<file path="src/design/cmd_proc_pkg.sv">
////////////////////////////////////////////////////////////
// Shared definitions for the knight command processor.
// Holds the command opcodes, the field and datapath widths
// and the fixed motion constants used by every block.
// Import with a wildcard in the module header.
////////////////////////////////////////////////////////////
package cmd_proc_pkg;

  ////////////////////////////////////////////////////////////
  // Command word layout
  ////////////////////////////////////////////////////////////
  localparam int CMD_W     = 16;  // Full command word.
  localparam int HFIELD_W  = 8;   // Heading field, cmd[11:4].
  localparam int SQUARE_W  = 4;   // Square count, cmd[3:0].

  // Opcode sits in the top nibble of the command word.
  typedef enum logic [3:0] {
    CAL     = 4'h2,  // Gyro calibration.
    MOV     = 4'h4,  // Plain straight move.
    FANFARE = 4'h5,  // Move, then play the charge tune.
    TOUR    = 4'h6   // Hand off to the tour engine.
  } opcode_e;

  ////////////////////////////////////////////////////////////
  // Datapath widths
  ////////////////////////////////////////////////////////////
  localparam int HEADING_W = 12;  // Heading and error, signed.
  localparam int SPEED_W   = 10;  // Forward speed register.

  ////////////////////////////////////////////////////////////
  // Motion constants
  ////////////////////////////////////////////////////////////
  // Speed steps, applied once per heading sample.
  localparam logic [SPEED_W-1:0] INC_STEP = 10'h020;  // Ramp up.
  localparam logic [SPEED_W-1:0] DEC_STEP = 10'h040;  // Ramp down.

  // Line sensor nudges pull the robot back onto the line.
  localparam logic signed [HEADING_W-1:0] NUDGE_LFT  = 12'h1FF;  // Positive.
  localparam logic signed [HEADING_W-1:0] NUDGE_RGHT = 12'hE00;  // Negative.

  // Error magnitude under this counts as pointing the right way.
  localparam logic [HEADING_W-1:0] ALIGN_THR = 12'h02C;

endpackage
</file>
<file path="src/design/cmd_proc.sv">
////////////////////////////////////////////////////////////
// Command processor top level of the knight robot.
// Connects the command sequencer to the heading error,
// square counter and forward speed blocks. Gyro, PID,
// motors, link, tour engine and piezo sit outside.
////////////////////////////////////////////////////////////
`timescale 1ns/1ps

module cmd_proc
  import cmd_proc_pkg::*;
(
  input  logic                        clk,          // System clock.
  input  logic                        rst_n,        // Async active low reset.
  // Command channel from the wireless link.
  input  logic [CMD_W-1:0]            cmd,
  input  logic                        cmd_valid,
  output logic                        cmd_ready,
  // Response channel back to the link.
  output opcode_e                     resp_op,
  output logic                        resp_valid,
  input  logic                        resp_ready,
  // Gyro.
  output logic                        strt_cal,
  input  logic                        cal_done,
  input  logic signed [HEADING_W-1:0] heading,
  input  logic                        heading_rdy,
  // Line sensors, async.
  input  logic                        lftIR,
  input  logic                        cntrIR,
  input  logic                        rghtIR,
  // To PID, motors and other engines.
  output logic signed [HEADING_W-1:0] error,
  output logic [SPEED_W-1:0]          frwrd,
  output logic                        moving,
  output logic                        tour_go,
  output logic                        fanfare_go
);

  logic move_load;  // Move accepted.
  logic aligned;    // Heading close enough.
  logic move_done;  // Distance covered.
  logic at_rest;    // Speed at zero.
  logic ramp_clr;
  logic ramp_up;
  logic ramp_down;

  ////////////////////////////////////////////////////////////
  // Control
  ////////////////////////////////////////////////////////////
  cmd_sequencer u_cmd_sequencer (
    .clk        (clk),
    .rst_n      (rst_n),
    .cmd        (cmd),
    .cmd_valid  (cmd_valid),
    .cmd_ready  (cmd_ready),
    .resp_op    (resp_op),
    .resp_valid (resp_valid),
    .resp_ready (resp_ready),
    .strt_cal   (strt_cal),
    .cal_done   (cal_done),
    .tour_go    (tour_go),
    .fanfare_go (fanfare_go),
    .moving     (moving),
    .move_load  (move_load),
    .aligned    (aligned),
    .move_done  (move_done),
    .at_rest    (at_rest),
    .ramp_clr   (ramp_clr),
    .ramp_up    (ramp_up),
    .ramp_down  (ramp_down)
  );

  ////////////////////////////////////////////////////////////
  // Datapath
  ////////////////////////////////////////////////////////////
  heading_error u_heading_error (
    .clk           (clk),
    .rst_n         (rst_n),
    .move_load     (move_load),
    .heading_field (cmd[SQUARE_W +: HFIELD_W]),  // cmd[11:4].
    .heading       (heading),
    .lftIR         (lftIR),
    .rghtIR        (rghtIR),
    .error         (error),
    .aligned       (aligned)
  );

  square_counter u_square_counter (
    .clk       (clk),
    .rst_n     (rst_n),
    .move_load (move_load),
    .squares   (cmd[SQUARE_W-1:0]),              // cmd[3:0].
    .cntrIR    (cntrIR),
    .move_done (move_done)
  );

  speed_ramp u_speed_ramp (
    .clk         (clk),
    .rst_n       (rst_n),
    .ramp_clr    (ramp_clr),
    .ramp_up     (ramp_up),
    .ramp_down   (ramp_down),
    .heading_rdy (heading_rdy),
    .frwrd       (frwrd),
    .at_rest     (at_rest)
  );

endmodule

</file>
<file path="src/design/cmd_sequencer.sv">
////////////////////////////////////////////////////////////
// Command sequencer.
// Accepts commands on a valid/ready channel, starts the
// gyro calibration or the tour engine, steps a move from
// alignment through ramp up and ramp down, and returns a
// held response on a valid/ready channel.
////////////////////////////////////////////////////////////
`timescale 1ns/1ps

module cmd_sequencer
  import cmd_proc_pkg::*;
(
  input  logic             clk,         // System clock.
  input  logic             rst_n,       // Async active low reset.
  // Command channel.
  input  logic [CMD_W-1:0] cmd,         // Command word.
  input  logic             cmd_valid,   // Source has a command.
  output logic             cmd_ready,   // Idle and able to take it.
  // Response channel.
  output opcode_e          resp_op,     // Opcode being answered.
  output logic             resp_valid,  // Response pending.
  input  logic             resp_ready,  // Sink takes the response.
  // External engines.
  output logic             strt_cal,    // Kick gyro calibration.
  input  logic             cal_done,    // Gyro finished.
  output logic             tour_go,     // Kick tour engine.
  output logic             fanfare_go,  // Kick the piezo tune.
  output logic             moving,      // Robot under way.
  // Datapath control.
  output logic             move_load,   // Load move fields.
  input  logic             aligned,     // Heading error small.
  input  logic             move_done,   // Squares covered.
  input  logic             at_rest,     // Speed is zero.
  output logic             ramp_clr,    // Zero the speed.
  output logic             ramp_up,     // Accelerate.
  output logic             ramp_down    // Decelerate.
);

  typedef enum logic [2:0] {
    IDLE,
    CALIBRATE,
    ALIGN,
    RAMP_UP,
    RAMP_DOWN,
    RESPOND
  } state_e;

  state_e  state;       // Current state.
  state_e  nxt_state;   // Next state.
  opcode_e cmd_op;      // Opcode of the incoming word.
  opcode_e op_q;        // Opcode of the command in flight.
  logic    accept;      // Command transfer this cycle.

  assign cmd_op    = opcode_e'(cmd[CMD_W-1 -: 4]);
  assign cmd_ready = (state == IDLE);          // Busy or answering blocks new work.
  assign accept    = cmd_valid & cmd_ready;

  assign resp_valid = (state == RESPOND);      // Held until the sink takes it.
  assign resp_op    = op_q;

  ////////////////////////////////////////////////////////////
  // Registers
  ////////////////////////////////////////////////////////////
  always_ff @(posedge clk or negedge rst_n) begin
    if (!rst_n)
      state <= IDLE;
    else
      state <= nxt_state;
  end

  // Kept for the response and the fanfare decision.
  always_ff @(posedge clk) begin
    if (accept)
      op_q <= cmd_op;
  end

  ////////////////////////////////////////////////////////////
  // Next state and outputs
  ////////////////////////////////////////////////////////////
  always_comb begin
    nxt_state  = state;   // Hold by default.
    strt_cal   = 1'b0;
    tour_go    = 1'b0;
    fanfare_go = 1'b0;
    moving     = 1'b0;
    move_load  = 1'b0;
    ramp_clr   = 1'b0;
    ramp_up    = 1'b0;
    ramp_down  = 1'b0;

    case (state)
      IDLE: begin
        if (accept) begin
          case (cmd_op)
            TOUR: begin
              tour_go = 1'b1;           // Fire and forget, no response.
            end
            CAL: begin
              strt_cal  = 1'b1;
              nxt_state = CALIBRATE;
            end
            default: begin              // Any other opcode is a move.
              move_load = 1'b1;
              nxt_state = ALIGN;
            end
          endcase
        end
      end

      CALIBRATE: begin
        if (cal_done)
          nxt_state = RESPOND;
      end

      ALIGN: begin
        if (aligned) begin              // Turned far enough, start from zero.
          ramp_clr  = 1'b1;
          nxt_state = RAMP_UP;
        end
      end

      RAMP_UP: begin
        moving = 1'b1;
        if (move_done) begin
          ramp_down  = 1'b1;
          fanfare_go = (op_q == FANFARE);  // Only the fanfare move plays.
          nxt_state  = RAMP_DOWN;
        end else begin
          ramp_up = 1'b1;
        end
      end

      RAMP_DOWN: begin
        ramp_down = 1'b1;
        moving    = ~at_rest;
        if (at_rest)
          nxt_state = RESPOND;
      end

      RESPOND: begin
        if (resp_ready)
          nxt_state = IDLE;
      end

      default: begin
        nxt_state = IDLE;
      end
    endcase
  end

endmodule

</file>
<file path="src/design/speed_ramp.sv">
////////////////////////////////////////////////////////////
// Forward speed register.
// Steps up or down once per heading sample under control
// of the sequencer; saturates near full speed going up
// and floors at zero going down.
////////////////////////////////////////////////////////////
`timescale 1ns/1ps

module speed_ramp
  import cmd_proc_pkg::*;
(
  input  logic               clk,          // System clock.
  input  logic               rst_n,        // Async active low reset.
  input  logic               ramp_clr,     // Zero the speed.
  input  logic               ramp_up,      // Accelerate on samples.
  input  logic               ramp_down,    // Decelerate on samples.
  input  logic               heading_rdy,  // New gyro sample strobe.
  output logic [SPEED_W-1:0] frwrd,        // Forward speed to motors.
  output logic               at_rest       // Speed is zero.
);

  logic at_max;  // Top two bits set.

  assign at_max  = &frwrd[SPEED_W-1 -: 2];
  assign at_rest = (frwrd == '0);

  ////////////////////////////////////////////////////////////
  // Speed register
  ////////////////////////////////////////////////////////////
  always_ff @(posedge clk or negedge rst_n) begin
    if (!rst_n) begin
      frwrd <= '0;
    end else if (ramp_clr) begin
      frwrd <= '0;                          // Start every move from standstill.
    end else if (heading_rdy) begin         // Only move on a fresh sample.
      if (ramp_up) begin
        if (!at_max)
          frwrd <= frwrd + INC_STEP;
      end else if (ramp_down) begin
        if (frwrd < DEC_STEP)
          frwrd <= '0;                      // Last step lands on zero.
        else
          frwrd <= frwrd - DEC_STEP;
      end
    end
  end

endmodule

</file>
<file path="src/design/square_counter.sv">
////////////////////////////////////////////////////////////
// Square counter for straight moves.
// Synchronises the centre line sensor, counts its rising
// edges and raises move_done once two crossings per
// requested square have been seen.
////////////////////////////////////////////////////////////
`timescale 1ns/1ps

module square_counter
  import cmd_proc_pkg::*;
(
  input  logic                clk,        // System clock.
  input  logic                rst_n,      // Async active low reset.
  input  logic                move_load,  // Start of a move.
  input  logic [SQUARE_W-1:0] squares,    // Squares requested.
  input  logic                cntrIR,     // Centre line sensor, async.
  output logic                move_done   // Requested distance covered.
);

  logic                cntr_meta;   // First sync stage.
  logic                cntr_sync;   // Settled sensor.
  logic                cntr_prev;   // Delayed copy for edge detect.
  logic                cntr_rise;   // One cycle per line crossing.
  logic [SQUARE_W-1:0] squares_q;   // Latched square count.
  logic [SQUARE_W:0]   cross_cnt;   // Crossings so far, two per square.

  ////////////////////////////////////////////////////////////
  // Sensor sync and edge detect
  ////////////////////////////////////////////////////////////
  always_ff @(posedge clk or negedge rst_n) begin
    if (!rst_n) begin
      cntr_meta <= 1'b0;
      cntr_sync <= 1'b0;
      cntr_prev <= 1'b0;
    end else begin
      cntr_meta <= cntrIR;
      cntr_sync <= cntr_meta;
      cntr_prev <= cntr_sync;  // Edge reference.
    end
  end

  assign cntr_rise = cntr_sync & ~cntr_prev;  // Low to high on the settled line.

  ////////////////////////////////////////////////////////////
  // Crossing count
  ////////////////////////////////////////////////////////////
  always_ff @(posedge clk or negedge rst_n) begin
    if (!rst_n) begin
      squares_q <= '0;
      cross_cnt <= '0;
    end else if (move_load) begin
      squares_q <= squares;     // Distance of this move.
      cross_cnt <= '0;          // Fresh count.
    end else if (cntr_rise) begin
      cross_cnt <= cross_cnt + 1'b1;
    end
  end

  // Each square has a line at both edges of the centre mark.
  assign move_done = (cross_cnt == {squares_q, 1'b0});

endmodule

</file>
<file path="src/design/heading_error.sv">
////////////////////////////////////////////////////////////
// Heading error for the external PID.
// Latches the desired heading at move start, synchronises
// the side line sensors into a nudge and flags when the
// robot points close enough to start driving.
////////////////////////////////////////////////////////////
`timescale 1ns/1ps

module heading_error
  import cmd_proc_pkg::*;
(
  input  logic                        clk,            // System clock.
  input  logic                        rst_n,          // Async active low reset.
  input  logic                        move_load,      // Start of a move.
  input  logic [HFIELD_W-1:0]         heading_field,  // Heading bits of the command.
  input  logic signed [HEADING_W-1:0] heading,        // Gyro heading.
  input  logic                        lftIR,          // Left line sensor, async.
  input  logic                        rghtIR,         // Right line sensor, async.
  output logic signed [HEADING_W-1:0] error,          // To PID.
  output logic                        aligned         // Error inside threshold.
);

  logic                        lft_meta;      // First sync stage.
  logic                        lft_sync;      // Usable left sensor.
  logic                        rght_meta;     // First sync stage.
  logic                        rght_sync;     // Usable right sensor.
  logic signed [HEADING_W-1:0] desired_hdg;   // Target heading of the move.
  logic signed [HEADING_W-1:0] nudge;         // Sensor correction term.
  logic        [HEADING_W-1:0] err_mag;       // |error|.

  ////////////////////////////////////////////////////////////
  // Side sensor synchronisers
  ////////////////////////////////////////////////////////////
  always_ff @(posedge clk or negedge rst_n) begin
    if (!rst_n) begin
      lft_meta  <= 1'b0;
      lft_sync  <= 1'b0;
      rght_meta <= 1'b0;
      rght_sync <= 1'b0;
    end else begin
      lft_meta  <= lftIR;      // May go metastable.
      lft_sync  <= lft_meta;   // Settled copy.
      rght_meta <= rghtIR;
      rght_sync <= rght_meta;
    end
  end

  // Left wins if both sensors see the line.
  assign nudge = lft_sync  ? NUDGE_LFT  :
                 rght_sync ? NUDGE_RGHT :
                 '0;

  ////////////////////////////////////////////////////////////
  // Desired heading
  ////////////////////////////////////////////////////////////
  // A zero field means north; otherwise pad the low nibble with ones.
  always_ff @(posedge clk or negedge rst_n) begin
    if (!rst_n) begin
      desired_hdg <= '0;
    end else if (move_load) begin
      if (heading_field == '0)
        desired_hdg <= '0;
      else
        desired_hdg <= {heading_field, {(HEADING_W-HFIELD_W){1'b1}}};
    end
  end

  ////////////////////////////////////////////////////////////
  // Error and alignment
  ////////////////////////////////////////////////////////////
  assign error = heading - desired_hdg + nudge;  // Wraps at 12 bits.

  assign err_mag = error[HEADING_W-1] ? -error : error;  // Two's complement abs.

  assign aligned = (err_mag < ALIGN_THR);  // Close enough to drive.

endmodule

</file>
<file path="config.mk">
export PLATFORM = sky130hd
export DESIGN_NAME = cmd_proc
export DESIGN_NICKNAME = d
export VERILOG_FILES = /design/src/design/cmd_proc_pkg.sv /design/src/design/cmd_proc.sv /design/src/design/cmd_sequencer.sv /design/src/design/speed_ramp.sv /design/src/design/square_counter.sv /design/src/design/heading_error.sv
export SDC_FILE = /design/constraint.sdc
export NUM_CORES = 1
export LEC_CHECK = 0
export BUFFER_PORTS_ARGS = -buffer_cell sky130_fd_sc_hd__buf_4
export CORE_MARGIN = 3
export CORE_UTILIZATION = 55
export DETAILED_ROUTE_END_ITERATION = 8
export PLACE_DENSITY_LB_ADDON = 0.25
export SLEW_MARGIN = 10
export SYNTH_ARGS = -nofsm -noshare
export SYNTH_HDL_FRONTEND = slang
export SYNTH_SLANG_ARGS = --single-unit
</file>
<file path="constraint.sdc">
create_clock -name clk -period 4.5 [get_ports clk]
set_input_delay 0.45 -clock clk [delete_from_list [all_inputs] [get_ports clk]]
set_output_delay 0.45 -clock clk [all_outputs]
set_load 0.02 [all_outputs]
</file>
==> impl_metrics.toml <==
[run_status]
status = "completed"

[drt]
drc = 0
vias = 2465
drtIter0Drc = 58
post_drt_wl_per_cell_um = 13.7
ant_nets = 0
drt-total-wl_um = 6120
dr.pass1.iters = 4
vias_per_cell = 5.51

[run]
cap_viol_max_count = 0

[timing]
fin_ws_ns = 0.693
slew_headroom = 0.550
setup_tns_ns = 0
worstMarginPinSlew_ns = 0.668
final-max-slew-violation-count = 0
fin_skew_ns = 0.0145
whs_ns = 0.0813
hold_violations = 0
fmax_mhz = 263
rsz0062_at_grt = "false"
timing.final.crit_share = 0.846
setup_viol = 0
period_needed_ns = 3.81

[cells_and_area]
insertedDiodeCount = 0
finish.utilization = 0.694
n_fill_cell = 420
layout-drive-gt1-share = 0.276
final_cell_mix = "buf_4, inv_1, dfrtp_1, nor2_1, nand2_1"
regArea_um2 = 946
multiInputGateArea_mm2 = 0.00182
final_common_cell = "buf_4"
finalNonFillerCells = 447
design_area_mm2 = 0.00359
fin_nets = 441
syn2layout_area_growth_pct = 20.4

[clock_network]
root_buffer = "clkbuf_8"
cts_max_level = 2
numCtsBuffers = 5
clkTransAtPathRegs_ns = 0.09
cts_resized = 0
cts_tree = "built"
postCtsHoldBufs = 0
cts_buffer_depth = 2
clock-sinks = 37
clk_latency_ns = 0.30
postCtsSetupRepairBufs = 0

[floorplan]
dieArea_mm2 = 0.00634
die_h_um = 79.6
initial_utilization = 0.576
core.rowCount = 26
die_x_um = 79.6
design.portCount = 69
core_mm2 = 0.00517

[global_routing]
use_met2 = 0.340
grt_pass1_wl_um = 10200
grt_pass1_vias = 2299
gr-usage-met3 = 0.0372
grtUsageMet1 = 0.267
antenna_found_initial = 0
grt_overflow = 0
gr-usage-all-layers = 0.203
grt_busiest_layer = "met2"
grt_start_max_net_pins = 34

[worst_setup_path]
crit_fanout = 10
cp_slowest_cell = "fa_1"
path_class = "reg2reg"
cp_top_family = "simple AND/OR/NAND/NOR gates"
cp_cell_sequence = "inv_1, nand2_1, fa_1, inv_1, ha_1, or3_1, o211ai_1, nand3_1, a2111oi_4, a22oi_2, or2_1, a311o_1"
critPathBufInv = 2
cp.required_ns = 4.70
cpMostUsedCell = "inv_1"
start_kind = "flip-flop"
cp.arrival_ns = 4.00
critical-path-max-stage-delay_ns = 0.52
crit_path_end_kind = "flip-flop"

[place]
portBuffers = 63
hpwl_um = 4880
post-place-cells = 439
placedInstanceArea_mm2 = 0.00350
gp_congestion = 0.882
post-place-ws_ns = 0.677

[yosys]
syn_area_per_cell_um2 = 9.56
netlist_area_mm2 = 0.00298
ys.flop_type = "dfrtp_1"
ys_types = 73
synth_warnings = 0
synth_edf_count = 4
syn_inst = 312
async_flop_share = 0.892
synth-seq-cells = 37
ys_seq_area_frac = 0.317

[power]
report.power.total_mw = 2.95
leakage_nw = 1.73
irDropWorstVdd_v = 0.000650
pwr_density_cell_mw_per_mm2 = 823

[min_path]
hold_class = "in2async"
-- final timing paths --
| check | from | to | slack, ns | cells past startpoint |
|---|---|---|---|---|
| max | u_heading_error.lft_sync | u_speed_ramp.frwrd[9] | 0.69 | 12 |
| min reg2reg | u_heading_error.lft_meta | u_heading_error.lft_sync | 0.35 | 0 |
| max reg2reg | u_heading_error.lft_sync | u_speed_ramp.frwrd[9] | 0.69 | 12 |
| max in group asynchronous | rst_n | u_heading_error.desired_hdg[11] | 4.11 | 1 |
| min | rst_n | u_square_counter.cross_cnt[4] | 0.08 | 1 |
| min in group clk | cntrIR | u_square_counter.cntr_meta | 0.26 | 1 |
-- Yosys cell counts (all sizes together) (5+ instances only) --
| cell type | number | share of area |
|---|---|---|
| fa | 11 | 0.074 |
| inv | 44 | 0.055 |
| nor2 | 22 | 0.028 |
| buf | 6 | 0.014 |
| nand3 | 7 | 0.012 |
| clkbuf | 5 | 0.0063 |
| o21ai | 15 | 0.025 |
| xnor2 | 9 | 0.031 |
| nand2 | 19 | 0.024 |
| nor3 | 10 | 0.017 |
| dfrtp | 33 | 0.28 |
| ha | 17 | 0.071 |
| a21oi | 15 | 0.026 |
| xor2 | 7 | 0.021 |
| mux2 | 12 | 0.045 |
-- flip-flops by register name, summed over array words and instances (netlist names), 3 cells and up --
name / count
u_square_counter.squares_q: 4
u_cmd_sequencer.resp_op: 4
u_square_counter.cross_cnt: 5
u_cmd_sequencer.state: 3
u_speed_ramp.frwrd: 5
u_heading_error.desired_hdg: 9
-- where the power goes --
group / internal [mW] / total (mW) / switching [mW]
Clock: 0.111 / 0.236 / 0.125
Combinational: 0.949 / 2.19 / 1.24
Sequential: 0.431 / 0.529 / 0.0980
Total: 1.49 / 2.95 / 1.46
-- layer usage --
| metal | share of wire | vias to the layer above |
|---|---|---|
| li1 | - | 1219 |
| met1 | 0.45 | 1195 |
| met2 | 0.50 | 45 |
| met3 | 0.043 | 6 |
| met4 | 0.011 | 0 |
| met5 | 0 | - |
-- worst register-to-register path, cell delays in order (launching register included) --
cell and delay [ns]:
dfrtp_1 0.36, inv_1 0.35, nand2_1 0.23, fa_1 0.52
inv_1 0.04, ha_1 0.39, or3_1 0.33, o211ai_1 0.16
nand3_1 0.23, a2111oi_4 0.41, a22oi_2 0.10, or2_1 0.27
a311o_1 0.31
-- cell families (layout without fill, tap and decap cells) --
logic type                 Yosys count  after routing  share of synthesized area
AOI/OAI and AO/OA                   70             70                      0.188
xor gates and xnor gates            17             17                     0.0596
adders and majority gates           28             28                      0.145
buffers and inverters               55            116                     0.0760
DFF                                 37             37                      0.317
muxes                               15             15                     0.0596
other                                1              5                    0.00126
and+or+nand+nor                     89             89                      0.153
-- final cells by class --
class                           instances  area share
Sequential cell                        37       0.264
Clock buffer                            7      0.0213
Clock inverter                          1     0.00244
Tap cell                               70      0.0244
Inverter                               44      0.0460
Timing Repair Buffer                   64       0.134
Multi-Input combinational cell        224       0.508
Power figures use the tool's default switching activity.
